**config.mk**
```make
export PLATFORM = sky130hd
export DESIGN_NAME = stream_bypass_top
export DESIGN_NICKNAME = d
export VERILOG_FILES = /design/src/stream_pkg.sv /design/src/stream_reg_slice.sv /design/src/bypass_steer.sv /design/src/output_merge.sv /design/src/stream_bypass_top.sv
export SDC_FILE = /design/constraint.sdc
export NUM_CORES = 1
export LEC_CHECK = 0
export ABC_AREA = 1
export BUFFER_PORTS_ARGS = -buffer_cell sky130_fd_sc_hd__buf_2
export CAP_MARGIN = 15
export CORE_MARGIN = 8
export CORE_UTILIZATION = 44
export DETAILED_ROUTE_END_ITERATION = 16
export PLACE_DENSITY_LB_ADDON = 0.05
export SLEW_MARGIN = 20
export SYNTH_ARGS = -nofsm -noshare
export SYNTH_HDL_FRONTEND = slang
export SYNTH_SLANG_ARGS = --single-unit
```
**constraint.sdc**
```tcl
create_clock -name aclk -period 6.9 [get_ports aclk]
set_clock_uncertainty 0.2 [all_clocks]
set_input_delay 0.69 -clock aclk [delete_from_list [all_inputs] [get_ports aclk]]
set_output_delay 0.69 -clock aclk [all_outputs]
set_load 0.01 [all_outputs]
```
**src/stream_pkg.sv**
```systemverilog
// ====================
// Shared widths and beat types for the stream bypass unit
// Data is a whole number of bytes with one keep bit per byte
// Bypass stage count must be at least 1
// ====================

package stream_pkg;

    // ====================
    // Stream field widths
    // ====================
    localparam int DATA_BYTES  = 8;
    localparam int TID_WIDTH   = 4;
    localparam int TDEST_WIDTH = 4;
    localparam int TUSER_WIDTH = 8;

    // Register stages on the bypass path
    localparam int BYPASS_STAGES = 2;

    // ====================
    // Beat types
    // ====================

    // One beat as it travels between stages
    typedef struct packed {
        logic [DATA_BYTES-1:0][7:0] tdata;
        logic [DATA_BYTES-1:0]      tkeep;
        logic                       tlast;
        logic [TID_WIDTH-1:0]       tid;
        logic [TDEST_WIDTH-1:0]     tdest;
        logic [TUSER_WIDTH-1:0]     tuser;
    } beat_t;

    // Output beat, flagged on the first beat of every packet
    typedef struct packed {
        beat_t beat;
        logic  sop;
    } out_beat_t;

endpackage : stream_pkg

```
**src/stream_reg_slice.sv**
```systemverilog
// ====================
// Two-entry skid register for a valid/ready stream
// One cycle of latency, one beat per cycle while unstalled
// in_ready is a flop and stays low until the first cycle after reset
// ====================

`timescale 1ns/1ps

module stream_reg_slice #(
    parameter type payload_t = logic [7:0]
) (
    input  logic     aclk,
    input  logic     aresetn,
    input  logic     in_valid,
    output logic     in_ready,
    input  payload_t in_data,
    output logic     out_valid,
    input  logic     out_ready,
    output payload_t out_data
);

    logic     ready_q;
    logic     skid_valid;
    payload_t skid_data;
    logic     in_fire;
    logic     main_load;
    logic     skid_valid_next;

    assign in_ready = ready_q;
    assign in_fire  = in_valid & ready_q;

    // Main register is free when empty or when its beat leaves this cycle
    assign main_load = ~out_valid | out_ready;

    always_comb begin
        skid_valid_next = skid_valid;
        if (main_load) begin
            skid_valid_next = 1'b0;
        end else if (in_fire) begin
            skid_valid_next = 1'b1;
        end
    end

    // ====================
    // Control state
    // ====================
    always_ff @(posedge aclk or negedge aresetn) begin
        if (!aresetn) begin
            out_valid  <= 1'b0;
            skid_valid <= 1'b0;
            ready_q    <= 1'b0;
        end else begin
            if (main_load) begin
                out_valid <= skid_valid | in_fire;
            end
            skid_valid <= skid_valid_next;
            // Accept again only once the skid entry is empty
            ready_q    <= ~skid_valid_next;
        end
    end

    // ====================
    // Payload
    // ====================
    always_ff @(posedge aclk) begin
        if (main_load) begin
            // Skid entry is older than anything on the input
            out_data <= skid_valid ? skid_data : in_data;
        end else if (in_fire) begin
            skid_data <= in_data;
        end
    end

endmodule : stream_reg_slice

```
**src/bypass_steer.sv**
```systemverilog
// ====================
// Per-packet steering between the external block and the bypass path
// bypass is sampled on the first beat of a packet and held until tlast
// Both paths see the same beat, only the chosen one sees valid
// ====================

`timescale 1ns/1ps

module bypass_steer
    import stream_pkg::*;
(
    input  logic  aclk,
    input  logic  aresetn,
    input  logic  bypass,
    // Input stream
    input  logic  s_valid,
    output logic  s_ready,
    input  beat_t s_beat,
    // Towards the external block
    output logic  blk_valid,
    input  logic  blk_ready,
    output beat_t blk_beat,
    // Towards the bypass pipeline
    output logic  byp_valid,
    input  logic  byp_ready,
    output beat_t byp_beat,
    // Path of the most recently started packet, 1 is bypass
    output logic  path_sel
);

    logic active_q;
    logic sop_q;
    logic sel_q;
    logic cur_sel;
    logic s_fire;

    // Between packets the level input decides, inside a packet the held choice
    assign cur_sel = sop_q ? bypass : sel_q;

    // ====================
    // Routing and ready demux
    // ====================
    assign blk_valid = active_q & s_valid & ~cur_sel;
    assign byp_valid = active_q & s_valid & cur_sel;
    assign blk_beat  = s_beat;
    assign byp_beat  = s_beat;
    assign s_ready   = active_q & (cur_sel ? byp_ready : blk_ready);

    assign s_fire   = s_valid & s_ready;
    assign path_sel = sel_q;

    // ====================
    // Packet boundary tracking
    // ====================
    always_ff @(posedge aclk or negedge aresetn) begin
        if (!aresetn) begin
            active_q <= 1'b0;
            sop_q    <= 1'b1;
            sel_q    <= 1'b0;
        end else begin
            // Input opens on the first cycle out of reset
            active_q <= 1'b1;
            if (s_fire) begin
                sop_q <= s_beat.tlast;
                if (sop_q) begin
                    sel_q <= bypass;
                end
            end
        end
    end

endmodule : bypass_steer

```
**src/output_merge.sv**
```systemverilog
// ====================
// 2:1 merge of the block response and the bypass pipeline
// path_sel picks the source, ready goes back to that source only
// Caller keeps packets whole on each path when path_sel changes
// ====================

`timescale 1ns/1ps

module output_merge
    import stream_pkg::*;
(
    input  logic      aclk,
    input  logic      aresetn,
    // 1 selects the bypass path
    input  logic      path_sel,
    // Response from the external block
    input  logic      blk_valid,
    output logic      blk_ready,
    input  beat_t     blk_beat,
    // End of the bypass pipeline
    input  logic      byp_valid,
    output logic      byp_ready,
    input  beat_t     byp_beat,
    // Merged stream with start-of-packet flag
    output logic      out_valid,
    input  logic      out_ready,
    output out_beat_t out_beat
);

    logic  sop_q;
    logic  out_fire;
    beat_t sel_beat;

    // ====================
    // Data mux
    // ====================
    assign out_valid = path_sel ? byp_valid : blk_valid;
    assign sel_beat  = path_sel ? byp_beat  : blk_beat;

    always_comb begin
        out_beat.beat = sel_beat;
        out_beat.sop  = sop_q;
    end

    // ====================
    // Ready demux
    // ====================
    // Unselected path sees ready low and keeps its beat
    assign blk_ready = ~path_sel & out_ready;
    assign byp_ready = path_sel & out_ready;

    assign out_fire = out_valid & out_ready;

    // Start of packet follows output transfers
    always_ff @(posedge aclk or negedge aresetn) begin
        if (!aresetn) begin
            sop_q <= 1'b1;
        end else if (out_fire) begin
            sop_q <= sel_beat.tlast;
        end
    end

endmodule : output_merge

```
**src/stream_bypass_top.sv**
```systemverilog
// ====================
// Stream bypass unit top level
// Bypass latency is BYPASS_STAGES+1 cycles, block return to output is 1
// Bypass packets must drain before the bypass input changes mode
// ====================

`timescale 1ns/1ps

module stream_bypass_top
    import stream_pkg::*;
(
    input  logic      aclk,
    input  logic      aresetn,
    input  logic      bypass,
    // Input stream
    input  logic      s_valid,
    output logic      s_ready,
    input  beat_t     s_beat,
    // Request to the external block
    output logic      blk_req_valid,
    input  logic      blk_req_ready,
    output beat_t     blk_req_beat,
    // Response from the external block
    input  logic      blk_rsp_valid,
    output logic      blk_rsp_ready,
    input  beat_t     blk_rsp_beat,
    // Output stream
    output logic      m_valid,
    input  logic      m_ready,
    output out_beat_t m_beat
);

    // Bypass chain links, index 0 is the steer output
    logic  byp_valid [BYPASS_STAGES+1];
    logic  byp_ready [BYPASS_STAGES+1];
    beat_t byp_beat  [BYPASS_STAGES+1];

    logic      path_sel;
    logic      mrg_valid;
    logic      mrg_ready;
    out_beat_t mrg_beat;

    // ====================
    // Steer stage
    // ====================
    bypass_steer u_steer (
        .aclk      (aclk),
        .aresetn   (aresetn),
        .bypass    (bypass),
        .s_valid   (s_valid),
        .s_ready   (s_ready),
        .s_beat    (s_beat),
        .blk_valid (blk_req_valid),
        .blk_ready (blk_req_ready),
        .blk_beat  (blk_req_beat),
        .byp_valid (byp_valid[0]),
        .byp_ready (byp_ready[0]),
        .byp_beat  (byp_beat[0]),
        .path_sel  (path_sel)
    );

    // ====================
    // Bypass register stages
    // ====================
    for (genvar i = 0; i < BYPASS_STAGES; i++) begin : g_byp_stage
        stream_reg_slice #(
            .payload_t (beat_t)
        ) u_slice (
            .aclk      (aclk),
            .aresetn   (aresetn),
            .in_valid  (byp_valid[i]),
            .in_ready  (byp_ready[i]),
            .in_data   (byp_beat[i]),
            .out_valid (byp_valid[i+1]),
            .out_ready (byp_ready[i+1]),
            .out_data  (byp_beat[i+1])
        );
    end

    // ====================
    // Merge and output stage
    // ====================
    output_merge u_merge (
        .aclk      (aclk),
        .aresetn   (aresetn),
        .path_sel  (path_sel),
        .blk_valid (blk_rsp_valid),
        .blk_ready (blk_rsp_ready),
        .blk_beat  (blk_rsp_beat),
        .byp_valid (byp_valid[BYPASS_STAGES]),
        .byp_ready (byp_ready[BYPASS_STAGES]),
        .byp_beat  (byp_beat[BYPASS_STAGES]),
        .out_valid (mrg_valid),
        .out_ready (mrg_ready),
        .out_beat  (mrg_beat)
    );

    // Registered output, also decouples m_ready from the block
    stream_reg_slice #(
        .payload_t (out_beat_t)
    ) u_out_slice (
        .aclk      (aclk),
        .aresetn   (aresetn),
        .in_valid  (mrg_valid),
        .in_ready  (mrg_ready),
        .in_data   (mrg_beat),
        .out_valid (m_valid),
        .out_ready (m_ready),
        .out_data  (m_beat)
    );

endmodule : stream_bypass_top

```
# Yosys cells after proc, flatten, opt, wreduce, memory -nomap -nowiden
# Index checks and enable logic that the tools add are counted.
dict set report totals {
  regBits 549
  output_inout_bits 183
  elab_cells 136
}
dict set report classes {
  mux 13
  bitwise_logic 27
  reduce_logical 3
}
# cell n
set op_table {}
lappend op_table {{$mux 89} 3}
lappend op_table {{$mux 90} 1}
lappend op_table {{$not 1->1} 11}
lappend op_table {{$and 1x1->1} 10}
lappend op_table {{$mux 1} 9}
lappend op_table {{$or 1x1->1} 6}
lappend op_table {{$reduce_and 2->1} 3}

# Logic depth before layout (Yosys ltp)
# Gate-level depths: netlist of run 1.
dict set report logic_depth {
  ltp_word 6
  mapped_depth 7
  depth_no_buf 7
}

# Modules after synthesis
# Synthesis of run 1 repeated with hierarchy kept, for this count alone.
dict set report hier_totals {
  cells_unflattened 1944
  area_unflattened_um2 22654.2
}
# mod instances cells_per_inst area_each_um2 seq_area_each_um2
set by_module_without_submodules {}
lappend by_module_without_submodules {{stream_reg_slice (g_byp_stage[0].u_slice ...)} 2 478 6617.6 5420.2}
lappend by_module_without_submodules {{stream_reg_slice (u_out_slice)} 1 483 6678.9 5480.3}
lappend by_module_without_submodules {bypass_steer 1 205 1540.2 76.3}
lappend by_module_without_submodules {output_merge 1 300 1199.9 26.3}

# Worst setup path before layout of run 1
# Ideal clock, no wire load.
dict set report synth_path {
  kind {register to register}
  start {reg u_steer.sel_q, in the netlist u_steer.path_sel}
  end {reg g_byp_stage[1].u_slice.skid_data[0] (netlist name) (enable)}
  setup_ns 0.537
  arrival_ns 6.454
  t_required_ns 6.163
  setup_slack_ns -0.290
  path_stages_with_launch 4
  path_buffers 0
  period_less_slack_ns 7.190
  path_cell_list {dfrtp_1 -> nand2_1 -> nand2_1 -> nor2_1}
}
dict set report synth_between {
  elab_chain_cells 4
}
# element line_no
set synth_rtl {}
lappend synth_rtl {{start, declared} bypass_steer.sv:33} ;# logic sel_q;
lappend synth_rtl {{start signal, assigned} bypass_steer.sv:66} ;# sel_q <= bypass;
lappend synth_rtl {{$and 1x1->1} output_merge.sv:50} ;# assign byp_ready = path_sel & out_ready;
lappend synth_rtl {{$or 1x1->1} stream_reg_slice.sv:33} ;# assign main_load = ~out_valid | out_ready;
lappend synth_rtl {{via g_byp_stage[1].u_slice.main_load} stream_reg_slice.sv:26} ;# logic main_load;
lappend synth_rtl {{$not 1->1 (no line)} --}
lappend synth_rtl {{$reduce_and 2->1 (no line)} --}
lappend synth_rtl {{end signal, assigned} stream_reg_slice.sv:70} ;# skid_data <= in_data;
lappend synth_rtl {{end, declared} stream_reg_slice.sv:24} ;# payload_t skid_data;
# The timed path passes the listed nets, and every way through them passes these cells.
# A chain may end at the register's enable or synchronous reset.

# Worst setup path in the final report of run 1
dict set report layout_path {
  start {reg u_steer.sel_q, in the netlist u_steer.path_sel}
  end {reg g_byp_stage[1].u_slice.skid_data[58] (netlist name) (enable)}
}
# Same word-level chain as after synthesis.

==> metrics.md, run 1 <==
| Metric | Value |
|---|---|
| Result of the run | completed |
| Highest-count cells in the layout ignoring fill and taps | sky130_fd_sc_hd__nand2_1, sky130_fd_sc_hd__edfxtp_1, sky130_fd_sc_hd__buf_2 |
| Critical register-to-register path endpoint | g_byp_stage[1].u_slice.skid_data[58] |
| Starting DRC count in detailed routing | 778 |
| Clock buffers created by TritonCTS | 57 |
| Filler cell count | 4351 |
| Final Hold Vio Count | 0 |
| Wire length of the first global-routing pass | 74490 um |
| Number of placement rows | 81 |
| All-layer global routing usage | 0.1674 |
| Endpoint class of the critical path | register |
| Antenna violations before repair | 1 |
| Root buf cell | sky130_fd_sc_hd__clkbuf_16 |
| Max-Cap Viols | 0 |
| Final critical path time including I/O delays and setup | 3.524 ns |
| Post-synthesis average cell area | about 12 um^2 |
| Die Y-Extent | between 200 and 250 um |
| Max Freq | between 200 and 300 MHz |
| Setup TNS | 0 ns |
| Transition time of the tightest slew-check pin | 1.081 ns |
| Number of antenna repair diodes | 0 |
| Number of unique standard cell types used by synthesis | 19 |
| Setup repair after global routing missed its margin | false |
| Relative slew slack | 0.2795 |
| Vias post-DR | 12801 |
| Required arrival time at the worst endpoint | about 6.9 ns |
| Die Area | 0.05655 mm^2 |
| Drt drc | 0 |
| Leading cell type in the layout, fill and taps excluded | sky130_fd_sc_hd__nand2_1 |
| Arrival time at the worst endpoint | 3.53 ns |
| Clock tree from TritonCTS | built |
| Clock insertion delay at the later pin of the skew report | 0.59 ns |
| Category of the critical setup timing path | register to register |
| Cells after Synth | approximately 1800 |
| Startpoint of the tightest hold check path | s_beat[88] |
| Worst Path Max Fanout | 64 |
| Via count normalized by instance count | 4.679 |
| Fraction of final layout cells with drive strength greater than 1 | 0.2249 |
| Gpl congestion | 0.7218 |
| Starting density of the core | 0.4440 |
| Vias in the first global route | 12876 |
| IR drop worst, VDD | around 200 uV |
| Pin count of the biggest net entering global routing | 97 |
| Aggregate global routing overflow | 0 |
| Number of cells on the worst reg-to-reg path | 4 |
| Nets | 2213 |
| Total nets after synthesis | 1939 |
| Terminating pin of the worst hold path | g_byp_stage[0].u_slice.skid_data[88] |
| Flops & latches, synth | about 550 |
| I/O Buffers | 367 |
| Number of setup violations in the final report | 0 |
| DRT Wirelength | 48180 um |
| Routed length per placed instance | between 15 and 20 um |
| Number of clock sinks seen by CTS | 549 |
| Crit share post-route | 0.5108 |
| Startpoint of the lowest-slack register-to-register path | u_steer.path_sel |
| Slack of the worst reg-to-reg path | around 3.4 ns |
| Pre-antenna DRT Iters | 5 |
| Post-synthesis instance area | between 0.02 and 0.025 mm^2 |
| Power per Cell Area | 385.0 mW/mm^2 |
| Post-route antenna net violation count | 0 |
| Yosys warns | 0 |
| Ports | roughly 370 |
| Final Max Slew Viols | 0 |
| Synth-to-layout area growth | 16.10% |
| H-tree levels | 2 |
| Clock transition at the registers of the reported paths | approximately 0.060 ns |
| Worst hold slack | 0.09931 ns |
| Horizontal die dimension | 237.8 um |
| Hpwl dp | 30740 um |
| Number of cells on the worst hold path | 1 |
| Critical path launch point type | register |
| Max Buffers Root-to-Sink | 3 |
| Hold crit path type | primary input to register |
| Static leakage power | 10.50 nW |
| Core footprint | 0.04875 mm^2 |
| Sequential element share of the synthesized area | 0.7587 |
-- critical path, stage by stage (launching register included) --
cell and delay (ns):
sky130_fd_sc_hd__dfrtp_4 0.68, sky130_fd_sc_hd__nand2_1 0.21, sky130_fd_sc_hd__nand2_4 0.36, sky130_fd_sc_hd__nor2_4 0.75, sky130_fd_sc_hd__buf_4 0.84
-- through the flow --
stage	setup slack (ns)	total power, mW	cell area (um^2)	std cells	util
after floorplan	0.06333	6.201	21650	1754	-
after global placement	3.314	6.937	23390	2631	0.4798
after detailed placement	3.263	6.982	23410	2632	0.4802
after CTS	3.235	9.834	25130	2736	0.5155
after global routing	3.121	10.20	25130	2736	0.5155
final	3.376	9.675	25130	2736	0.5155
-- sequential cells by signal, summed over array words and instances, names as in the netlist --
register and count:
u_out_slice.skid_data 90, g_byp_stage.u_slice.skid_data 178, g_byp_stage.u_slice.in_ready 2, g_byp_stage.u_slice.skid_valid 2
u_merge.sop_q 1, u_steer.active_q 1, u_out_slice.in_ready 1, g_byp_stage.u_slice.out_data 178
u_out_slice.skid_valid 1, g_byp_stage.u_slice.out_valid 2, u_steer.path_sel 1, u_steer.sop_q 1
u_out_slice.out_data 90, u_out_slice.out_valid 1
-- what timing repair did --
item,4_1_cts,5_1_grt
hold buffers,1,0
resized for setup,0,0
buffers inserted,0,0
hold endpoints to repair,11,0
-- cells in the mapped netlist --
master	count	share of area
sky130_fd_sc_hd__buf_1	2	0.00035
sky130_fd_sc_hd__edfxtp_1	536	0.74
sky130_fd_sc_hd__buf_4	94	0.033
sky130_fd_sc_hd__a31oi_1	89	0.026
sky130_fd_sc_hd__clkbuf_1	29	0.0050
sky130_fd_sc_hd__buf_6	9	0.0047
sky130_fd_sc_hd__nand2_1	823	0.14
sky130_fd_sc_hd__inv_1	14	0.0024
sky130_fd_sc_hd__nor2_1	97	0.017
sky130_fd_sc_hd__conb_1	1	0.00017
sky130_fd_sc_hd__a21oi_1	1	0.00023
sky130_fd_sc_hd__o21ai_1	1	0.00023
sky130_fd_sc_hd__dfrtp_1	11	0.013
sky130_fd_sc_hd__o21ai_0	2	0.00046
sky130_fd_sc_hd__inv_2	4	0.00069
sky130_fd_sc_hd__buf_2	31	0.0072
sky130_fd_sc_hd__a21boi_0	1	0.00035
sky130_fd_sc_hd__nand3_1	7	0.0016
sky130_fd_sc_hd__dfstp_2	2	0.0024
-- metal layers --
metal | routed length, um | vias up | GRT usage
met5 | 0 | - | 0
met4 | 808 | 0 | 0.04213
met3 | 2290 | 64 | 0.03115
met2 | 24430 | 293 | 0.2912
met1 | 20650 | 6007 | 0.2147
li1 | - | 6437 | -
-- where the power goes --
| group | leakage, nW | internal, mW | switching [mW] |
|---|---|---|---|
| Combinational | 4.32 | 0.584 | 1.33 |
| Clock | 0.839 | 1.63 | 1.20 |
| Sequential | 5.34 | 4.67 | 0.266 |
-- kinds of logic after synthesis --
kind of cell	share of synthesized area
buffers and inverters	0.05295
other	0.0001732
AO/OA/AOI/OAI	0.02699
flip-flops	0.7587
AND/OR/NAND/NOR	0.1612
-- how the worst max path moves through the flow --
stage          depth (start not counted)             start                              endpoint
2_1_floorplan                          3           m_ready              u_out_slice.skid_data[0]
5_1_grt                                4  u_steer.path_sel  g_byp_stage[1].u_slice.skid_data[65]
3_5_place_dp                           4  u_steer.path_sel  g_byp_stage[1].u_slice.skid_data[54]
4_1_cts                                4  u_steer.path_sel  g_byp_stage[1].u_slice.skid_data[65]
3_3_place_gp                           4  u_steer.path_sel  g_byp_stage[1].u_slice.skid_data[54]
6_report                               4  u_steer.path_sel  g_byp_stage[1].u_slice.skid_data[58]
-- final cells by class --
cell class	instances	area (um^2)	share of cell area
sequential	549	16430	0.6539
multi-input combinational	1022	4106	0.1634
timing repair buffer	380	1962	0.07806
clock buffer	82	1593	0.06338
tap	664	830.8	0.03306
clock inverter	21	120.1	0.004779
inverter	18	85.08	0.003385
No activity file was read; power rests on OpenSTA's default activity.
==> run 2: changes to the inputs <==
==> constraint.sdc (replaced) <==
create_clock -name aclk -period 3.7 [get_ports aclk]
set_clock_uncertainty 0.2 [all_clocks]
set_input_delay 0.37 -clock aclk [delete_from_list [all_inputs] [get_ports aclk]]
set_output_delay 0.37 -clock aclk [all_outputs]
set_load 0.01 [all_outputs]
==> run 2 against run 1 <==
Total power grew 88%; non-clock buffer count increased by 186; count of clock-buffer cells in the layout shrank 2; combinational power increased by 97%; worst hold slack lost 0.042 ns; sequential power rose by 87%; design area up 7.4%; sequential share of layout area shrank 4.5 points; utilization is 3.8 points higher; die area is the same; clock power rose by 85%; highest routed layer is now met5.
==> metrics.md, run 2 (synthesis results as in run 1) <==
| Metric | Value |
|---|---|
| Result of the run | completed |
| Final critical path time including I/O delays and setup | around 3.2 ns |
| Area of combinational cells with multiple inputs | 0.004111 mm^2 |
| Aggregate global routing overflow | 0 |
| Hold crit path type | primary input to register |
| Number of clock sinks seen by CTS | 549 |
| Final Max Slew Viols | 0 |
| Leading cell type in the layout, fill and taps excluded | sky130_fd_sc_hd__nand2_1 |
| Vias post-DR | 13524 |
| Hpwl dp | roughly 30000 um |
| Critical path launch point type | register |
| Number of cells upsized or downsized after cts | 0 |
| Post-route antenna net violation count | 0 |
| Ports | 368 |
| Required arrival time at the worst endpoint | between 3 and 4 ns |
| Setup TNS | 0 ns |
| Number of setup violations in the final report | 0 |
| Static leakage power | 11.26 nW |
| Starting DRC count in detailed routing | about 730 |
| Starting density of the core | 0.4440 |
| Fraction of final layout cells with drive strength greater than 1 | 0.2090 |
| Max Freq | 313.5 MHz |
| Routed length per placed instance | 17.24 um |
| Area used by sequential logic in the layout | 0.01643 mm^2 |
| Design area | 0.02698 mm^2 |
| Clock tree from TritonCTS | built |
| Gpl congestion | between 0.7 and 0.8 |
| Clock insertion delay at the later pin of the skew report | 0.58 ns |
| Vias in the first global route | 13883 |
| Antenna violations before repair | 1 |
| Power per Cell Area | 674.7 mW/mm^2 |
| Clock buffers created by TritonCTS | 56 |
| Horizontal die dimension | 237.8 um |
| Pin count of the biggest net entering global routing | 150 |
| Drt drc | 0 |
| Pre-antenna DRT Iters | 5 |
| Clock transition at the registers of the reported paths | 0.06 ns |
| Crit path setup slack, layout | 0.5103 ns |
| Category of the critical setup timing path | register to primary output |
| All-layer global routing usage | 0.1766 |
| Endpoint class of the critical path | primary output |
| Die Y-Extent | 237.8 um |
| Root buf cell | sky130_fd_sc_hd__clkbuf_16 |
| Nets | 2398 |
| Number of placement rows | 81 |
| Filler cell count | 4179 |
| H-tree levels | 2 |
| Synth-to-layout area growth | 24.66% |
| Max-Cap Viols | 0 |
| Via count normalized by instance count | 4.628 |
| Setup repair after global routing missed its margin | false |
| Wire length of the first global-routing pass | 78530 um |
| Highest-count cells in the layout ignoring fill and taps | sky130_fd_sc_hd__nand2_1, sky130_fd_sc_hd__edfxtp_1, sky130_fd_sc_hd__buf_2 |
| Core footprint | 0.04875 mm^2 |
| DRT Wirelength | 50390 um |
| I/O Buffers | 367 |
| Relative slew slack | 0.2941 |
| Crit share post-route | 0.8621 |
| Largest registers | g_byp_stage.u_slice.out_data (178), g_byp_stage.u_slice.skid_data (178) |
| IR drop worst, VDD | 551.4 uV |
| Transition time of the tightest slew-check pin | 1.059 ns |
| Number of antenna repair diodes | 0 |
| Final Hold Vio Count | 0 |
| Worst Path Max Fanout | 53 |
| Placement Cell Area | 0.02346 mm^2 |
| Die Area | 0.05655 mm^2 |
| Max Buffers Root-to-Sink | 3 |
| Worst slack after detailed placement | 0.8262 ns |
| Arrival time at the worst endpoint | 2.62 ns |
[run 2: layout make-up]
class / count / share of cell area
Clock buffer: 80 / 0.05791
Clock inverter: 23 / 0.004869
Inverter: 18 / 0.003246
Multi-Input combinational cell: 1022 / 0.1524
Sequential cell: 549 / 0.6090
Tap cell: 664 / 0.03079
Timing Repair Buffer: 566 / 0.1418
[run 2: routing by layer]
metal	routed length [um]	global-route usage
met5	10	0
met1	21330	0.2254
met3	2537	0.03092
met2	25240	0.3057
met4	1274	0.05374
[run 2: worst paths after layout]
| path | startpoint | to | slack (ns) | depth (start not counted) |
|---|---|---|---|---|
| hold reg to reg | g_byp_stage[0].u_slice.out_data[39] | g_byp_stage[1].u_slice.skid_data[39] | 0.24 | 0 |
| min in group asynchronous | aresetn | u_out_slice.out_valid | 0.08 | 2 |
| max in group asynchronous | aresetn | u_merge.sop_q | 2.93 | 2 |
| setup / recovery | u_steer.path_sel | s_ready | 0.51 | 6 |
| setup reg to reg | u_steer.path_sel | u_steer.sop_q | 0.54 | 9 |
| hold / removal | blk_req_ready | u_steer.path_sel | 0.06 | 6 |
[run 2: worst max-delay path: stages, from the launching register on]
cell	delay, ns
sky130_fd_sc_hd__dfrtp_4	0.86
sky130_fd_sc_hd__inv_4	0.05
sky130_fd_sc_hd__buf_4	0.31
sky130_fd_sc_hd__nand2_1	0.13
sky130_fd_sc_hd__nand3_1	0.09
sky130_fd_sc_hd__a21boi_0	0.37
sky130_fd_sc_hd__buf_2	0.22
[run 2: report_power, final]
part / leakage, nW / internal (mW) / switching [mW]
Sequential: 5.34 / 8.70 / 0.512
Combinational: 5.10 / 1.25 / 2.51
Clock: 0.818 / 2.99 / 2.25
[run 2: repair_timing]
action,4_1_cts,5_1_grt
hold buffers,183,0
endpoints found under the setup margin,0,0
setup buffers,0,0
endpoints found under the hold margin,370,0
[run 2: stage by stage]
stage | util | hold slack, ns | total power, mW | cells
6_report | 0.5536 | 0.05737 | 18.21 | 2922
5_1_grt | 0.5536 | 0.05746 | 19.18 | 2922
4_1_cts | 0.5536 | 0.002198 | 18.47 | 2922
3_5_place_dp | 0.4812 | 0.07905 | 13.04 | 2636
3_3_place_gp | 0.4812 | 0.07690 | 12.96 | 2636
2_1_floorplan | - | -0.1256 | 11.54 | 1754
